$ cat src/logic/exc_pkg.sv
// Exception manager shared types
// Widths, memory layout and state encodings

package exc_pkg;

	typedef logic [31:0] word_t;
	typedef logic [6:0]  irq_num_t;
	typedef logic [13:0] tid_t;

	// Core mode field in PSR and PPSR
	typedef enum logic [1:0] {
		MODE_KERNEL = 2'd0,
		MODE_USER   = 2'd3
	} core_mode_t;

	localparam int unsigned CORE_MODE_LSB = 5;
	localparam int unsigned PSR_IRQ_ENABLE_BIT = 2;

	// Interrupt descriptor table of 8 byte entries
	localparam int unsigned IDT_ENTRY_SHIFT = 3;
	localparam word_t IDT_HANDLER_OFFSET = 32'd4;

	// Task state table with one 256 byte slot per task
	localparam int unsigned TST_SLOT_SHIFT = 8;
	localparam word_t TST_KSPR_OFFSET = 32'd0;
	localparam word_t TST_USPR_OFFSET = 32'd4;

	typedef enum logic [1:0] {
		ST_IDLE,
		ST_JUMP,
		ST_IRQ_SET,
		ST_IRQ_RET
	} main_state_e;

	// Sub steps shared by interrupt entry and return
	typedef enum logic [2:0] {
		SUB_VECTOR,
		SUB_VECTOR_WAIT,
		SUB_SPR_SAVE,
		SUB_SPR_SAVE_WAIT,
		SUB_SPR_LOAD,
		SUB_SPR_LOAD_WAIT,
		SUB_FINISH
	} sub_state_e;

	typedef enum logic {
		LDST_READ,
		LDST_WRITE
	} ldst_op_e;

endpackage
$ cat src/logic/ldst_req_if.sv
// Load/store transfer request
// Sequencer to single-word port

interface ldst_req_if;

	// One-cycle request while the port is idle
	logic start;
	exc_pkg::ldst_op_e op;
	exc_pkg::word_t addr;
	exc_pkg::word_t wdata;

	// One-cycle completion with rdata held afterwards
	logic done;
	exc_pkg::word_t rdata;

	modport sequencer (
		output start,
		output op,
		output addr,
		output wdata,
		input  done,
		input  rdata
	);

	modport port (
		input  start,
		input  op,
		input  addr,
		input  wdata,
		output done,
		output rdata
	);

endinterface

$ cat src/logic/exception_manager.sv
// Exception manager top level

module exception_manager (
	input  logic iCLOCK,
	input  logic inRESET,
	input  logic interrupt_lock,
	input  logic exc_jump,
	input  exc_pkg::word_t exc_jump_addr,
	input  logic exc_ib,
	input  logic irq_req,
	input  exc_pkg::irq_num_t irq_num,
	input  exc_pkg::word_t irq_fi0r,
	input  exc_pkg::word_t sysreg_spr,
	input  exc_pkg::word_t sysreg_tidr,
	input  exc_pkg::word_t sysreg_tisr,
	input  exc_pkg::word_t sysreg_psr,
	input  exc_pkg::word_t sysreg_ppsr,
	input  exc_pkg::word_t sysreg_pcr,
	input  exc_pkg::word_t sysreg_ppcr,
	input  exc_pkg::word_t sysreg_idtr,
	output logic register_lock,
	output logic pipeline_stop,
	output logic refresh,
	output logic pc_set,
	output exc_pkg::word_t pc,
	output logic ppcr_set,
	output exc_pkg::word_t ppcr,
	output logic fi0r_set,
	output exc_pkg::word_t fi0r,
	output logic set_irq_mode,
	output logic clr_irq_mode,
	output logic irq_ack,
	output logic spr_write,
	output exc_pkg::word_t spr,
	output logic ldst_use,
	output exc_pkg::tid_t ldst_tid,
	input  logic ldst_busy,
	input  logic ldst_ack,
	input  exc_pkg::word_t ldst_rdata,
	output logic ldst_req,
	output logic ldst_rw,
	output exc_pkg::word_t ldst_addr,
	output exc_pkg::word_t ldst_wdata
);

	ldst_req_if ldst_if ();

	exception_sequencer i_exception_sequencer (
		.iCLOCK(iCLOCK),
		.inRESET(inRESET),
		.interrupt_lock(interrupt_lock),
		.exc_jump(exc_jump),
		.exc_jump_addr(exc_jump_addr),
		.exc_ib(exc_ib),
		.irq_req(irq_req),
		.irq_num(irq_num),
		.irq_fi0r(irq_fi0r),
		.sysreg_spr(sysreg_spr),
		.sysreg_tidr(sysreg_tidr),
		.sysreg_tisr(sysreg_tisr),
		.sysreg_psr(sysreg_psr),
		.sysreg_ppsr(sysreg_ppsr),
		.sysreg_pcr(sysreg_pcr),
		.sysreg_ppcr(sysreg_ppcr),
		.sysreg_idtr(sysreg_idtr),
		.register_lock(register_lock),
		.pipeline_stop(pipeline_stop),
		.refresh(refresh),
		.pc_set(pc_set),
		.pc(pc),
		.ppcr_set(ppcr_set),
		.ppcr(ppcr),
		.fi0r_set(fi0r_set),
		.fi0r(fi0r),
		.set_irq_mode(set_irq_mode),
		.clr_irq_mode(clr_irq_mode),
		.irq_ack(irq_ack),
		.spr_write(spr_write),
		.spr(spr),
		.ldst_use(ldst_use),
		.ldst_tid(ldst_tid),
		.mem(ldst_if.sequencer)
	);

	// One transfer in flight at a time
	ldst_port i_ldst_port (
		.iCLOCK(iCLOCK),
		.inRESET(inRESET),
		.req(ldst_if.port),
		.ldst_busy(ldst_busy),
		.ldst_ack(ldst_ack),
		.ldst_rdata(ldst_rdata),
		.ldst_req(ldst_req),
		.ldst_rw(ldst_rw),
		.ldst_addr(ldst_addr),
		.ldst_wdata(ldst_wdata)
	);

endmodule

$ cat src/logic/ldst_port.sv
// Single-word load/store port
// Toward the core memory pipe

module ldst_port (
	input  logic iCLOCK,
	input  logic inRESET,
	ldst_req_if.port req,
	input  logic ldst_busy,
	input  logic ldst_ack,
	input  exc_pkg::word_t ldst_rdata,
	output logic ldst_req,
	output logic ldst_rw,
	output exc_pkg::word_t ldst_addr,
	output exc_pkg::word_t ldst_wdata
);

	typedef enum logic [1:0] {
		PORT_IDLE,
		PORT_ISSUE,
		PORT_WAIT_ACK
	} port_state_e;

	port_state_e state;
	logic done_q;

	// Held transfer
	exc_pkg::ldst_op_e op_q;
	exc_pkg::word_t addr_q;
	exc_pkg::word_t wdata_q;
	exc_pkg::word_t rdata_q;

	always_ff @(posedge iCLOCK or negedge inRESET) begin
		if (!inRESET) begin
			state <= PORT_IDLE;
			done_q <= 1'b0;
		end else begin
			done_q <= 1'b0;
			case (state)
				PORT_IDLE: begin
					if (req.start)
						state <= PORT_ISSUE;
				end
				PORT_ISSUE: begin
					// Request goes out in this cycle once busy is low
					if (!ldst_busy)
						state <= PORT_WAIT_ACK;
				end
				PORT_WAIT_ACK: begin
					if (ldst_ack) begin
						done_q <= 1'b1;
						state <= PORT_IDLE;
					end
				end
				default: begin
					state <= PORT_IDLE;
				end
			endcase
		end
	end

	always_ff @(posedge iCLOCK) begin
		if (state == PORT_IDLE && req.start) begin
			op_q <= req.op;
			addr_q <= req.addr;
			wdata_q <= req.wdata;
		end
		// Read data arrives with the ack
		if (state == PORT_WAIT_ACK && ldst_ack)
			rdata_q <= ldst_rdata;
	end

	assign ldst_req = (state == PORT_ISSUE) && !ldst_busy;
	assign ldst_rw = (op_q == exc_pkg::LDST_WRITE);
	assign ldst_addr = addr_q;
	assign ldst_wdata = wdata_q;

	assign req.done = done_q;
	assign req.rdata = rdata_q;

endmodule

$ cat src/logic/exception_sequencer.sv
// Exception sequencer
// Jump, interrupt entry and interrupt return control

module exception_sequencer (
	input  logic iCLOCK,
	input  logic inRESET,
	input  logic interrupt_lock,
	input  logic exc_jump,
	input  exc_pkg::word_t exc_jump_addr,
	input  logic exc_ib,
	input  logic irq_req,
	input  exc_pkg::irq_num_t irq_num,
	input  exc_pkg::word_t irq_fi0r,
	input  exc_pkg::word_t sysreg_spr,
	input  exc_pkg::word_t sysreg_tidr,
	input  exc_pkg::word_t sysreg_tisr,
	input  exc_pkg::word_t sysreg_psr,
	input  exc_pkg::word_t sysreg_ppsr,
	input  exc_pkg::word_t sysreg_pcr,
	input  exc_pkg::word_t sysreg_ppcr,
	input  exc_pkg::word_t sysreg_idtr,
	output logic register_lock,
	output logic pipeline_stop,
	output logic refresh,
	output logic pc_set,
	output exc_pkg::word_t pc,
	output logic ppcr_set,
	output exc_pkg::word_t ppcr,
	output logic fi0r_set,
	output exc_pkg::word_t fi0r,
	output logic set_irq_mode,
	output logic clr_irq_mode,
	output logic irq_ack,
	output logic spr_write,
	output exc_pkg::word_t spr,
	output logic ldst_use,
	output exc_pkg::tid_t ldst_tid,
	ldst_req_if.sequencer mem
);

	exc_pkg::main_state_e main_state;
	exc_pkg::sub_state_e sub_state;

	// Register snapshot taken while idle
	exc_pkg::word_t spr_q;
	exc_pkg::word_t tidr_q;
	exc_pkg::word_t tisr_q;
	exc_pkg::word_t psr_q;
	exc_pkg::word_t idtr_q;

	exc_pkg::word_t pc_q;
	exc_pkg::word_t ppcr_q;
	exc_pkg::word_t fi0r_q;
	exc_pkg::word_t spr_new_q;
	exc_pkg::irq_num_t irq_num_q;
	logic irq_pending_q;
	logic spr_swap_q;

	logic refresh_q;
	logic pc_set_q;
	logic ppcr_set_q;
	logic fi0r_set_q;
	logic set_irq_q;
	logic clr_irq_q;
	logic irq_ack_q;
	logic spr_write_q;

	logic start_q;
	exc_pkg::ldst_op_e op_q;
	exc_pkg::word_t addr_q;
	exc_pkg::word_t wdata_q;

	logic irq_enabled;
	logic irq_cond;
	exc_pkg::word_t vector_addr;
	exc_pkg::word_t slot_base;
	exc_pkg::word_t kspr_addr;
	exc_pkg::word_t uspr_addr;
	exc_pkg::word_t save_addr;
	exc_pkg::word_t load_addr;

	assign irq_enabled = irq_req && sysreg_psr[exc_pkg::PSR_IRQ_ENABLE_BIT] && !interrupt_lock;
	// A jump in the same cycle takes priority
	assign irq_cond = irq_enabled && !exc_jump;

	assign vector_addr = idtr_q + (exc_pkg::word_t'(irq_num_q) << exc_pkg::IDT_ENTRY_SHIFT)
		+ exc_pkg::IDT_HANDLER_OFFSET;
	assign slot_base = tisr_q + (exc_pkg::word_t'(tidr_q[13:0]) << exc_pkg::TST_SLOT_SHIFT);
	assign kspr_addr = slot_base + exc_pkg::TST_KSPR_OFFSET;
	assign uspr_addr = slot_base + exc_pkg::TST_USPR_OFFSET;

	// Entry saves the user SPR and loads the kernel one, return does the opposite
	assign save_addr = (main_state == exc_pkg::ST_IRQ_RET) ? kspr_addr : uspr_addr;
	assign load_addr = (main_state == exc_pkg::ST_IRQ_RET) ? uspr_addr : kspr_addr;

	always_ff @(posedge iCLOCK) begin
		if (main_state == exc_pkg::ST_IDLE) begin
			spr_q <= sysreg_spr;
			tidr_q <= sysreg_tidr;
			tisr_q <= sysreg_tisr;
			psr_q <= sysreg_psr;
			idtr_q <= sysreg_idtr;
		end
	end

	always_ff @(posedge iCLOCK or negedge inRESET) begin
		if (!inRESET) begin
			main_state <= exc_pkg::ST_IDLE;
			sub_state <= exc_pkg::SUB_VECTOR;
			pc_q <= '0;
			ppcr_q <= '0;
			fi0r_q <= '0;
			spr_new_q <= '0;
			irq_num_q <= '0;
			irq_pending_q <= 1'b0;
			spr_swap_q <= 1'b0;
			refresh_q <= 1'b0;
			pc_set_q <= 1'b0;
			ppcr_set_q <= 1'b0;
			fi0r_set_q <= 1'b0;
			set_irq_q <= 1'b0;
			clr_irq_q <= 1'b0;
			irq_ack_q <= 1'b0;
			spr_write_q <= 1'b0;
			start_q <= 1'b0;
			op_q <= exc_pkg::LDST_READ;
			addr_q <= '0;
			wdata_q <= '0;
		end else begin
			// Pulses last one cycle unless set below
			refresh_q <= 1'b0;
			pc_set_q <= 1'b0;
			ppcr_set_q <= 1'b0;
			fi0r_set_q <= 1'b0;
			set_irq_q <= 1'b0;
			clr_irq_q <= 1'b0;
			irq_ack_q <= 1'b0;
			spr_write_q <= 1'b0;
			start_q <= 1'b0;
			case (main_state)
				exc_pkg::ST_IDLE: begin
					spr_swap_q <= 1'b0;
					if (exc_jump) begin
						main_state <= exc_pkg::ST_JUMP;
						refresh_q <= 1'b1;
						pc_q <= exc_jump_addr;
						// Interrupt waiting behind the jump
						irq_pending_q <= irq_enabled;
						irq_num_q <= irq_num;
						fi0r_q <= irq_fi0r;
					end else if (irq_cond) begin
						main_state <= exc_pkg::ST_IRQ_SET;
						sub_state <= exc_pkg::SUB_VECTOR;
						refresh_q <= 1'b1;
						ppcr_set_q <= 1'b1;
						ppcr_q <= sysreg_pcr;
						set_irq_q <= 1'b1;
						irq_num_q <= irq_num;
						fi0r_q <= irq_fi0r;
					end else if (exc_ib) begin
						main_state <= exc_pkg::ST_IRQ_RET;
						refresh_q <= 1'b1;
						pc_q <= sysreg_ppcr;
						if (sysreg_ppsr[exc_pkg::CORE_MODE_LSB +: 2] == exc_pkg::MODE_USER)
							sub_state <= exc_pkg::SUB_SPR_SAVE;
						else
							sub_state <= exc_pkg::SUB_FINISH;
					end
				end
				exc_pkg::ST_JUMP: begin
					irq_pending_q <= 1'b0;
					if (irq_pending_q) begin
						// Return address becomes the jump target
						main_state <= exc_pkg::ST_IRQ_SET;
						sub_state <= exc_pkg::SUB_VECTOR;
						refresh_q <= 1'b1;
						ppcr_set_q <= 1'b1;
						ppcr_q <= pc_q;
						set_irq_q <= 1'b1;
					end else begin
						main_state <= exc_pkg::ST_IDLE;
						pc_set_q <= 1'b1;
					end
				end
				exc_pkg::ST_IRQ_SET, exc_pkg::ST_IRQ_RET: begin
					case (sub_state)
						exc_pkg::SUB_VECTOR: begin
							start_q <= 1'b1;
							op_q <= exc_pkg::LDST_READ;
							addr_q <= vector_addr;
							sub_state <= exc_pkg::SUB_VECTOR_WAIT;
						end
						exc_pkg::SUB_VECTOR_WAIT: begin
							if (mem.done) begin
								pc_q <= mem.rdata;
								if (psr_q[exc_pkg::CORE_MODE_LSB +: 2] == exc_pkg::MODE_USER)
									sub_state <= exc_pkg::SUB_SPR_SAVE;
								else
									sub_state <= exc_pkg::SUB_FINISH;
							end
						end
						exc_pkg::SUB_SPR_SAVE: begin
							start_q <= 1'b1;
							op_q <= exc_pkg::LDST_WRITE;
							addr_q <= save_addr;
							wdata_q <= spr_q;
							sub_state <= exc_pkg::SUB_SPR_SAVE_WAIT;
						end
						exc_pkg::SUB_SPR_SAVE_WAIT: begin
							if (mem.done)
								sub_state <= exc_pkg::SUB_SPR_LOAD;
						end
						exc_pkg::SUB_SPR_LOAD: begin
							start_q <= 1'b1;
							op_q <= exc_pkg::LDST_READ;
							addr_q <= load_addr;
							sub_state <= exc_pkg::SUB_SPR_LOAD_WAIT;
						end
						exc_pkg::SUB_SPR_LOAD_WAIT: begin
							if (mem.done) begin
								spr_new_q <= mem.rdata;
								spr_swap_q <= 1'b1;
								sub_state <= exc_pkg::SUB_FINISH;
							end
						end
						default: begin
							// Redirect and leave
							main_state <= exc_pkg::ST_IDLE;
							sub_state <= exc_pkg::SUB_VECTOR;
							pc_set_q <= 1'b1;
							spr_write_q <= spr_swap_q;
							if (main_state == exc_pkg::ST_IRQ_SET) begin
								fi0r_set_q <= 1'b1;
								irq_ack_q <= 1'b1;
							end else begin
								clr_irq_q <= 1'b1;
							end
						end
					endcase
				end
				default: begin
					main_state <= exc_pkg::ST_IDLE;
				end
			endcase
		end
	end

	assign pipeline_stop = (main_state != exc_pkg::ST_IDLE) || irq_cond;
	assign register_lock = pipeline_stop || refresh_q || pc_set_q;
	assign refresh = refresh_q;
	assign pc_set = pc_set_q;
	assign pc = pc_q;
	assign ppcr_set = ppcr_set_q;
	assign ppcr = ppcr_q;
	assign fi0r_set = fi0r_set_q;
	assign fi0r = fi0r_q;
	assign set_irq_mode = set_irq_q;
	assign clr_irq_mode = clr_irq_q;
	assign irq_ack = irq_ack_q;
	assign spr_write = spr_write_q;
	assign spr = spr_new_q;
	assign ldst_use = (main_state != exc_pkg::ST_IDLE);
	assign ldst_tid = exc_pkg::tid_t'(tidr_q[13:0]);

	assign mem.start = start_q;
	assign mem.op = op_q;
	assign mem.addr = addr_q;
	assign mem.wdata = wdata_q;

endmodule

$ cat config.mk
export PLATFORM = sky130hd
export DESIGN_NAME = exception_manager
export DESIGN_NICKNAME = d
export VERILOG_FILES = /design/src/logic/exc_pkg.sv /design/src/logic/ldst_req_if.sv /design/src/logic/exception_manager.sv /design/src/logic/ldst_port.sv /design/src/logic/exception_sequencer.sv
export SDC_FILE = /design/constraint.sdc
export NUM_CORES = 1
export LEC_CHECK = 0
export ABC_AREA = 1
export BUFFER_PORTS_ARGS = -buffer_cell sky130_fd_sc_hd__buf_4
export CAP_MARGIN = 10
export CORE_AREA = 3 3 227 229
export DETAILED_ROUTE_END_ITERATION = 10
export DIE_AREA = 0 0 230 232
export PLACE_DENSITY = 0.66
export SETUP_SLACK_MARGIN = 0.4
export SYNTH_ARGS = -nofsm -noshare
export SYNTH_HDL_FRONTEND = slang
export SYNTH_HIERARCHICAL = 1
export SYNTH_SLANG_ARGS = --single-unit
$ cat constraint.sdc
create_clock -name iCLOCK -period 5.5 [get_ports iCLOCK]
set_clock_uncertainty 0.05 [all_clocks]
set_input_delay 1.1 -clock iCLOCK [delete_from_list [all_inputs] [get_ports iCLOCK]]
set_output_delay 1.1 -clock iCLOCK [all_outputs]
set_load 0.1 [all_outputs]
* Word-level counts from Yosys, hierarchy flattened
Cells that the tools add are included.
Word-level totals: output and inout bits 219, input bits 367, register bits after elaboration 431, logic and storage cells 168
Operators by class: $add $sub $neg 4, equal/unequal tests 30, reductions and logical operators 37, muxes and demuxes 67
Operator list (number):
- $mux 32 | 12
- $pmux 32 s2 | 2
- $pmux 32 s3 | 1
- $add 32x3->32 const B | 2
- $add 32x10->32 | 1
- $add 32x22->32 | 1
- $mux 3 | 9
- $mux 1 | 23
- $pmux 3 s6 | 1
- $mux 2 | 8
- $mux 7 | 2
- $ne 2x2->1 const B | 6
- $ne 3x2->1 const B | 4
- $pmux 1 s2 | 6
- $pmux 2 s3 | 2
- $reduce_and 2->1 | 6
- $eq 2x2->1 const B | 5
- $ne 2x1->1 const B | 5
- $reduce_bool 2->1 | 5
- $pmux 3 s3 | 1
- $reduce_and 3->1 | 3
- $eq 3x2->1 const B | 2
- $eq 3x3->1 const B | 2
- $logic_and 1x1->1 | 6
- other kinds (15) | 23

* Longest topological paths before layout
depth in word-level cells 6, gate-level depth with buffers 21, depth with buffers taken out 21

* By module
Netlist, hierarchy kept.
Modules (own cells, without submodules):
- exception_sequencer | area each 16473.3 um^2, instances 1, seq. area each 8718.4 um^2, cells an instance 1886
- ldst_port | area each 3052.9 um^2, instances 1, seq. area each 2987.9 um^2, cells an instance 113

* Worst setup path after synthesis
OpenSTA, ideal clock, no wires.
path type reg2out, start point reg i_exception_sequencer.main_state[1], end point out register_lock, slack -1.969 ns, arrival 6.319 ns, data required time 4.350 ns, cell stages (with the launch flop) 6, path through dfrtp_1 buf_2 nor2_2 inv_1 nor2_1 nand2_1
On the way: cells in the longest elaborated chain, start to end 4
RTL lines:
- start: declaration | line exception_sequencer.sv:41 | exc_pkg::main_state_e main_state;
- start signal: assignment | line exception_sequencer.sv:108 | main_state <= exc_pkg::ST_IDLE;
- start signal: assignment | line exception_sequencer.sv:144 | main_state <= exc_pkg::ST_JUMP;
- start signal: assignment | line exception_sequencer.sv:152 | main_state <= exc_pkg::ST_IRQ_SET;
- $reduce_bool 2->1
- named net ldst_use | line exception_manager.sv:35 | output logic ldst_use,
- $logic_or 1x1->1 | line exception_sequencer.sv:248 | assign pipeline_stop = (main_state != exc_pkg::ST_IDLE) || irq_cond;
- $logic_or 1x1->1 (2 in a row) | line exception_sequencer.sv:249 | assign register_lock = pipeline_stop || refresh_q || pc_set_q;
- end: declaration | line exception_manager.sv:21 | output logic register_lock,
The timed path passes the listed nets, and every way through them passes these cells.

* Final worst setup path
start point reg i_exception_sequencer.main_state[1], end point out pipeline_stop
On the way: cells in the longest elaborated chain, start to end 2
RTL lines:
- $reduce_bool 2->1 | line exception_sequencer.sv:248
- $logic_or 1x1->1 | line exception_sequencer.sv:248
- end: declaration | line exception_manager.sv:22 | output logic pipeline_stop,
Every way passes these cells.

==> key figures <==
Floorplan
  – Rows: 82
  – Die H: 232 microns
  – Core Box Area: 0.0499 sq mm
  – Initial core utilization: 0.392
  – Top Ports: 586
  – Die area: 0.0534 sq mm
  – Die width: 230 microns

Clocking
  – Worst-skew pair later-pin latency: 0.60 ns
  – CTS resizes: 0
  – H-tree depth: 2
  – # clock sinks: 426
  – Postcts setup bufs: 0
  – Clock Root Buffer: clkbuf_16
  – # hold bufs at CTS: 0
  – CTS buffer count: 46
  – Clock-pin slew on the worst setup and hold paths: 0.06 ns
  – CTS tree: done
  – Clock Path Buffers: 3

Synth
  – Number of synthesized flops with an enable pin: 209
  – Async S/R FF share, synth: 0.509
  – Sequential area share after synthesis: 0.600
  – Post-synth cell types: 51
  – Post-Syn Area per Cell: 9.77 sq um
  – Synth warnings: 6
  – Synth Instances: 1999
  – Synthesized cell area: 0.0195 sq mm
  – Yosys reg bits: 426
  – Mapped Nets: 2390
  – Post-synth top flop: dfrtp_1

Global routing
  – Initial antenna violation count: 10
  – Grt ovf: 0
  – First-pass GRT wire length: 98100 microns
  – Vias in the first global route: 16200
  – Total GRT Usage: 0.241
  – Largest net degree at the start of global routing: 111

Critical path
  – Crit path launch type: register
  – Peak fanout along the critical path: 42
  – WS Path Type: reg2out
  – Critical Path RT: 4.35 ns
  – Critical Path End Type: output port
  – Arrival time of the worst setup path: 2.66 ns

Timing
  – RSZ-0062 raised after global routing: no
  – Slew headroom: 0.244
  – Hold Fails Final Rpt: 0
  – Final setup vio count: 0
  – Final worst slack: 1.69 ns
  – FMAX: 262 MHz
  – TNS Setup: 0 ns
  – Min Tclk post-route: 3.81 ns
  – Worst slew pin tran: 1.13 ns
  – Final worst path period share: 0.694
  – Slew Limit Fails: 0

Cells and area
  – Fillers: 4634
  – Multi-input logic area: 0.00695 sq mm
  – Layout cells sized above 1: 0.300
  – Final net count: 2889
  – Area Overhead vs Synth: 31.2%
  – Register area: 0.0117 sq mm
  – Final core occ: 0.514
  – Final Non-Filler Cells: 3215

Run status
  – Outcome: finished, final reports clean

Routing
  – Detailed Routing Iterations Pass 1: 6
  – DRC violations left: 0
  – Final ANT Viol Nets: 0
  – DRT iter0 DRCs: 1004
  – Vias/cell: 5.02
  – Vias: 16100
  – Routed len/inst: 20.4 microns
  – Final wirelength: 65700 microns

Run
  – Number of max-cap violations: 0

Place
  – Dpl ws: 1.92 ns
  – Number of cells after detailed placement: 3122
  – DPL Wire Length: 49600 microns
  – Placer Congestion: 0.926
  – IO Port Bufs: 508

Min path
  – HP Class: reg2reg
cell usage in the layout (no fill, tap or decap), types with 4 or more instances in the layout:
cell type	count
nand2_1	580
o21ai_1	7
a31oi_1	36
or2_2	9
nand4_1	27
nand3_2	6
inv_1	148
o22ai_1	4
a31o_2	9
clkbuf_8	7
mux2_2	70
clkbuf_1	10
a21oi_1	76
dfrtp_1	217
edfxtp_1	209
clkbuf_16	46
o211ai_1	9
nand3_1	129
nor2_1	146
clkinv_2	10
nor2_4	8
clkinv_1	6
nand2_2	25
o21ai_0	82
nor3_1	9
o21a_1	6
buf_4	526
inv_2	11
xor2_1	20
xnor2_1	12
ha_1	22
nor2_2	14
diode_2	7
metal layers:
metal  GRT usage  vias up  part of all wire
met5           0        -            0.0012
met2       0.421      549              0.51
met1       0.283     7793              0.37
li1            -     7683                 -
met3      0.0751      112             0.086
met4      0.0795       10             0.032
final timing paths:
check                                               startpoint                            endpoint  slack [ns]  cells after the start
setup / recovery           i_exception_sequencer/main_state[1]                       pipeline_stop        1.69                      6
min in group asynchronous                              inRESET  i_exception_sequencer/mem.wdata[3]        0.51                      1
max in group asynchronous                              inRESET      i_exception_sequencer/fi0r[22]        3.65                      2
hold reg to reg             i_exception_sequencer/mem.addr[26]           i_ldst_port/ldst_addr[26]        0.38                      0
setup reg to reg           i_exception_sequencer/main_state[1]  i_exception_sequencer/mem.addr[30]        1.95                     10
hold / removal              i_exception_sequencer/mem.addr[26]           i_ldst_port/ldst_addr[26]        0.38                      0
cells in the mapped netlist (12+ instances only):
master / instances / area, sq um
nand2_1: 582 / 2180
dfrtp_1: 217 / 5430
edfxtp_1: 209 / 6280
inv_1: 151 / 567
nor2_1: 149 / 559
nand3_1: 129 / 646
o21ai_0: 83 / 415
a21oi_1: 76 / 380
mux2_2: 70 / 788
clkbuf_1: 49 / 184
a31oi_1: 36 / 225
nand4_1: 27 / 169
nand2_2: 23 / 144
ha_1: 22 / 275
xor2_1: 20 / 175
buf_2: 19 / 95.1
nor2_2: 13 / 81.3
xnor2_1: 12 / 105
per-stage QoR:
stage               area [sq um]  hold slack [ns]
detailed placement         24100            0.378
finish                     25600            0.381
global route               25600            0.402
CTS                        25600            0.368
floorplan                  19600            0.367
global placement           24100            0.374
critical path: stages (launching register included):
cell        delay (ns)
dfrtp_1           0.53
nor2_4            0.13
buf_4             0.50
inv_1             0.26
nor2_4            0.25
clkinvlp_4        0.13
buf_4             0.25
final cells by class:
class / count / area share
multi-input cells: 1335 / 0.271
diodes: 7 / 0.000684
clock buffers: 63 / 0.0502
well taps: 672 / 0.0328
inverters: 162 / 0.0239
flip-flops and latches: 426 / 0.457
clock inverters: 23 / 0.00972
repair buffers: 527 / 0.155
cell families (layout without fill, tap and decap cells):
group / after synthesis / in the layout / share of synthesized area
simple gates: 963 / 963 / 0.209
flops: 426 / 426 / 0.600
compound gates: 246 / 246 / 0.0728
buf+inv: 238 / 775 / 0.0474
mux: 70 / 70 / 0.0404
xor+xnor: 32 / 32 / 0.0144
fa+ha+maj: 24 / 24 / 0.0161
other cells: 0 / 7 / 0
Power is not shown: default switching activity piles up to over one toggle a cycle in this logic, so the estimate is an artifact.
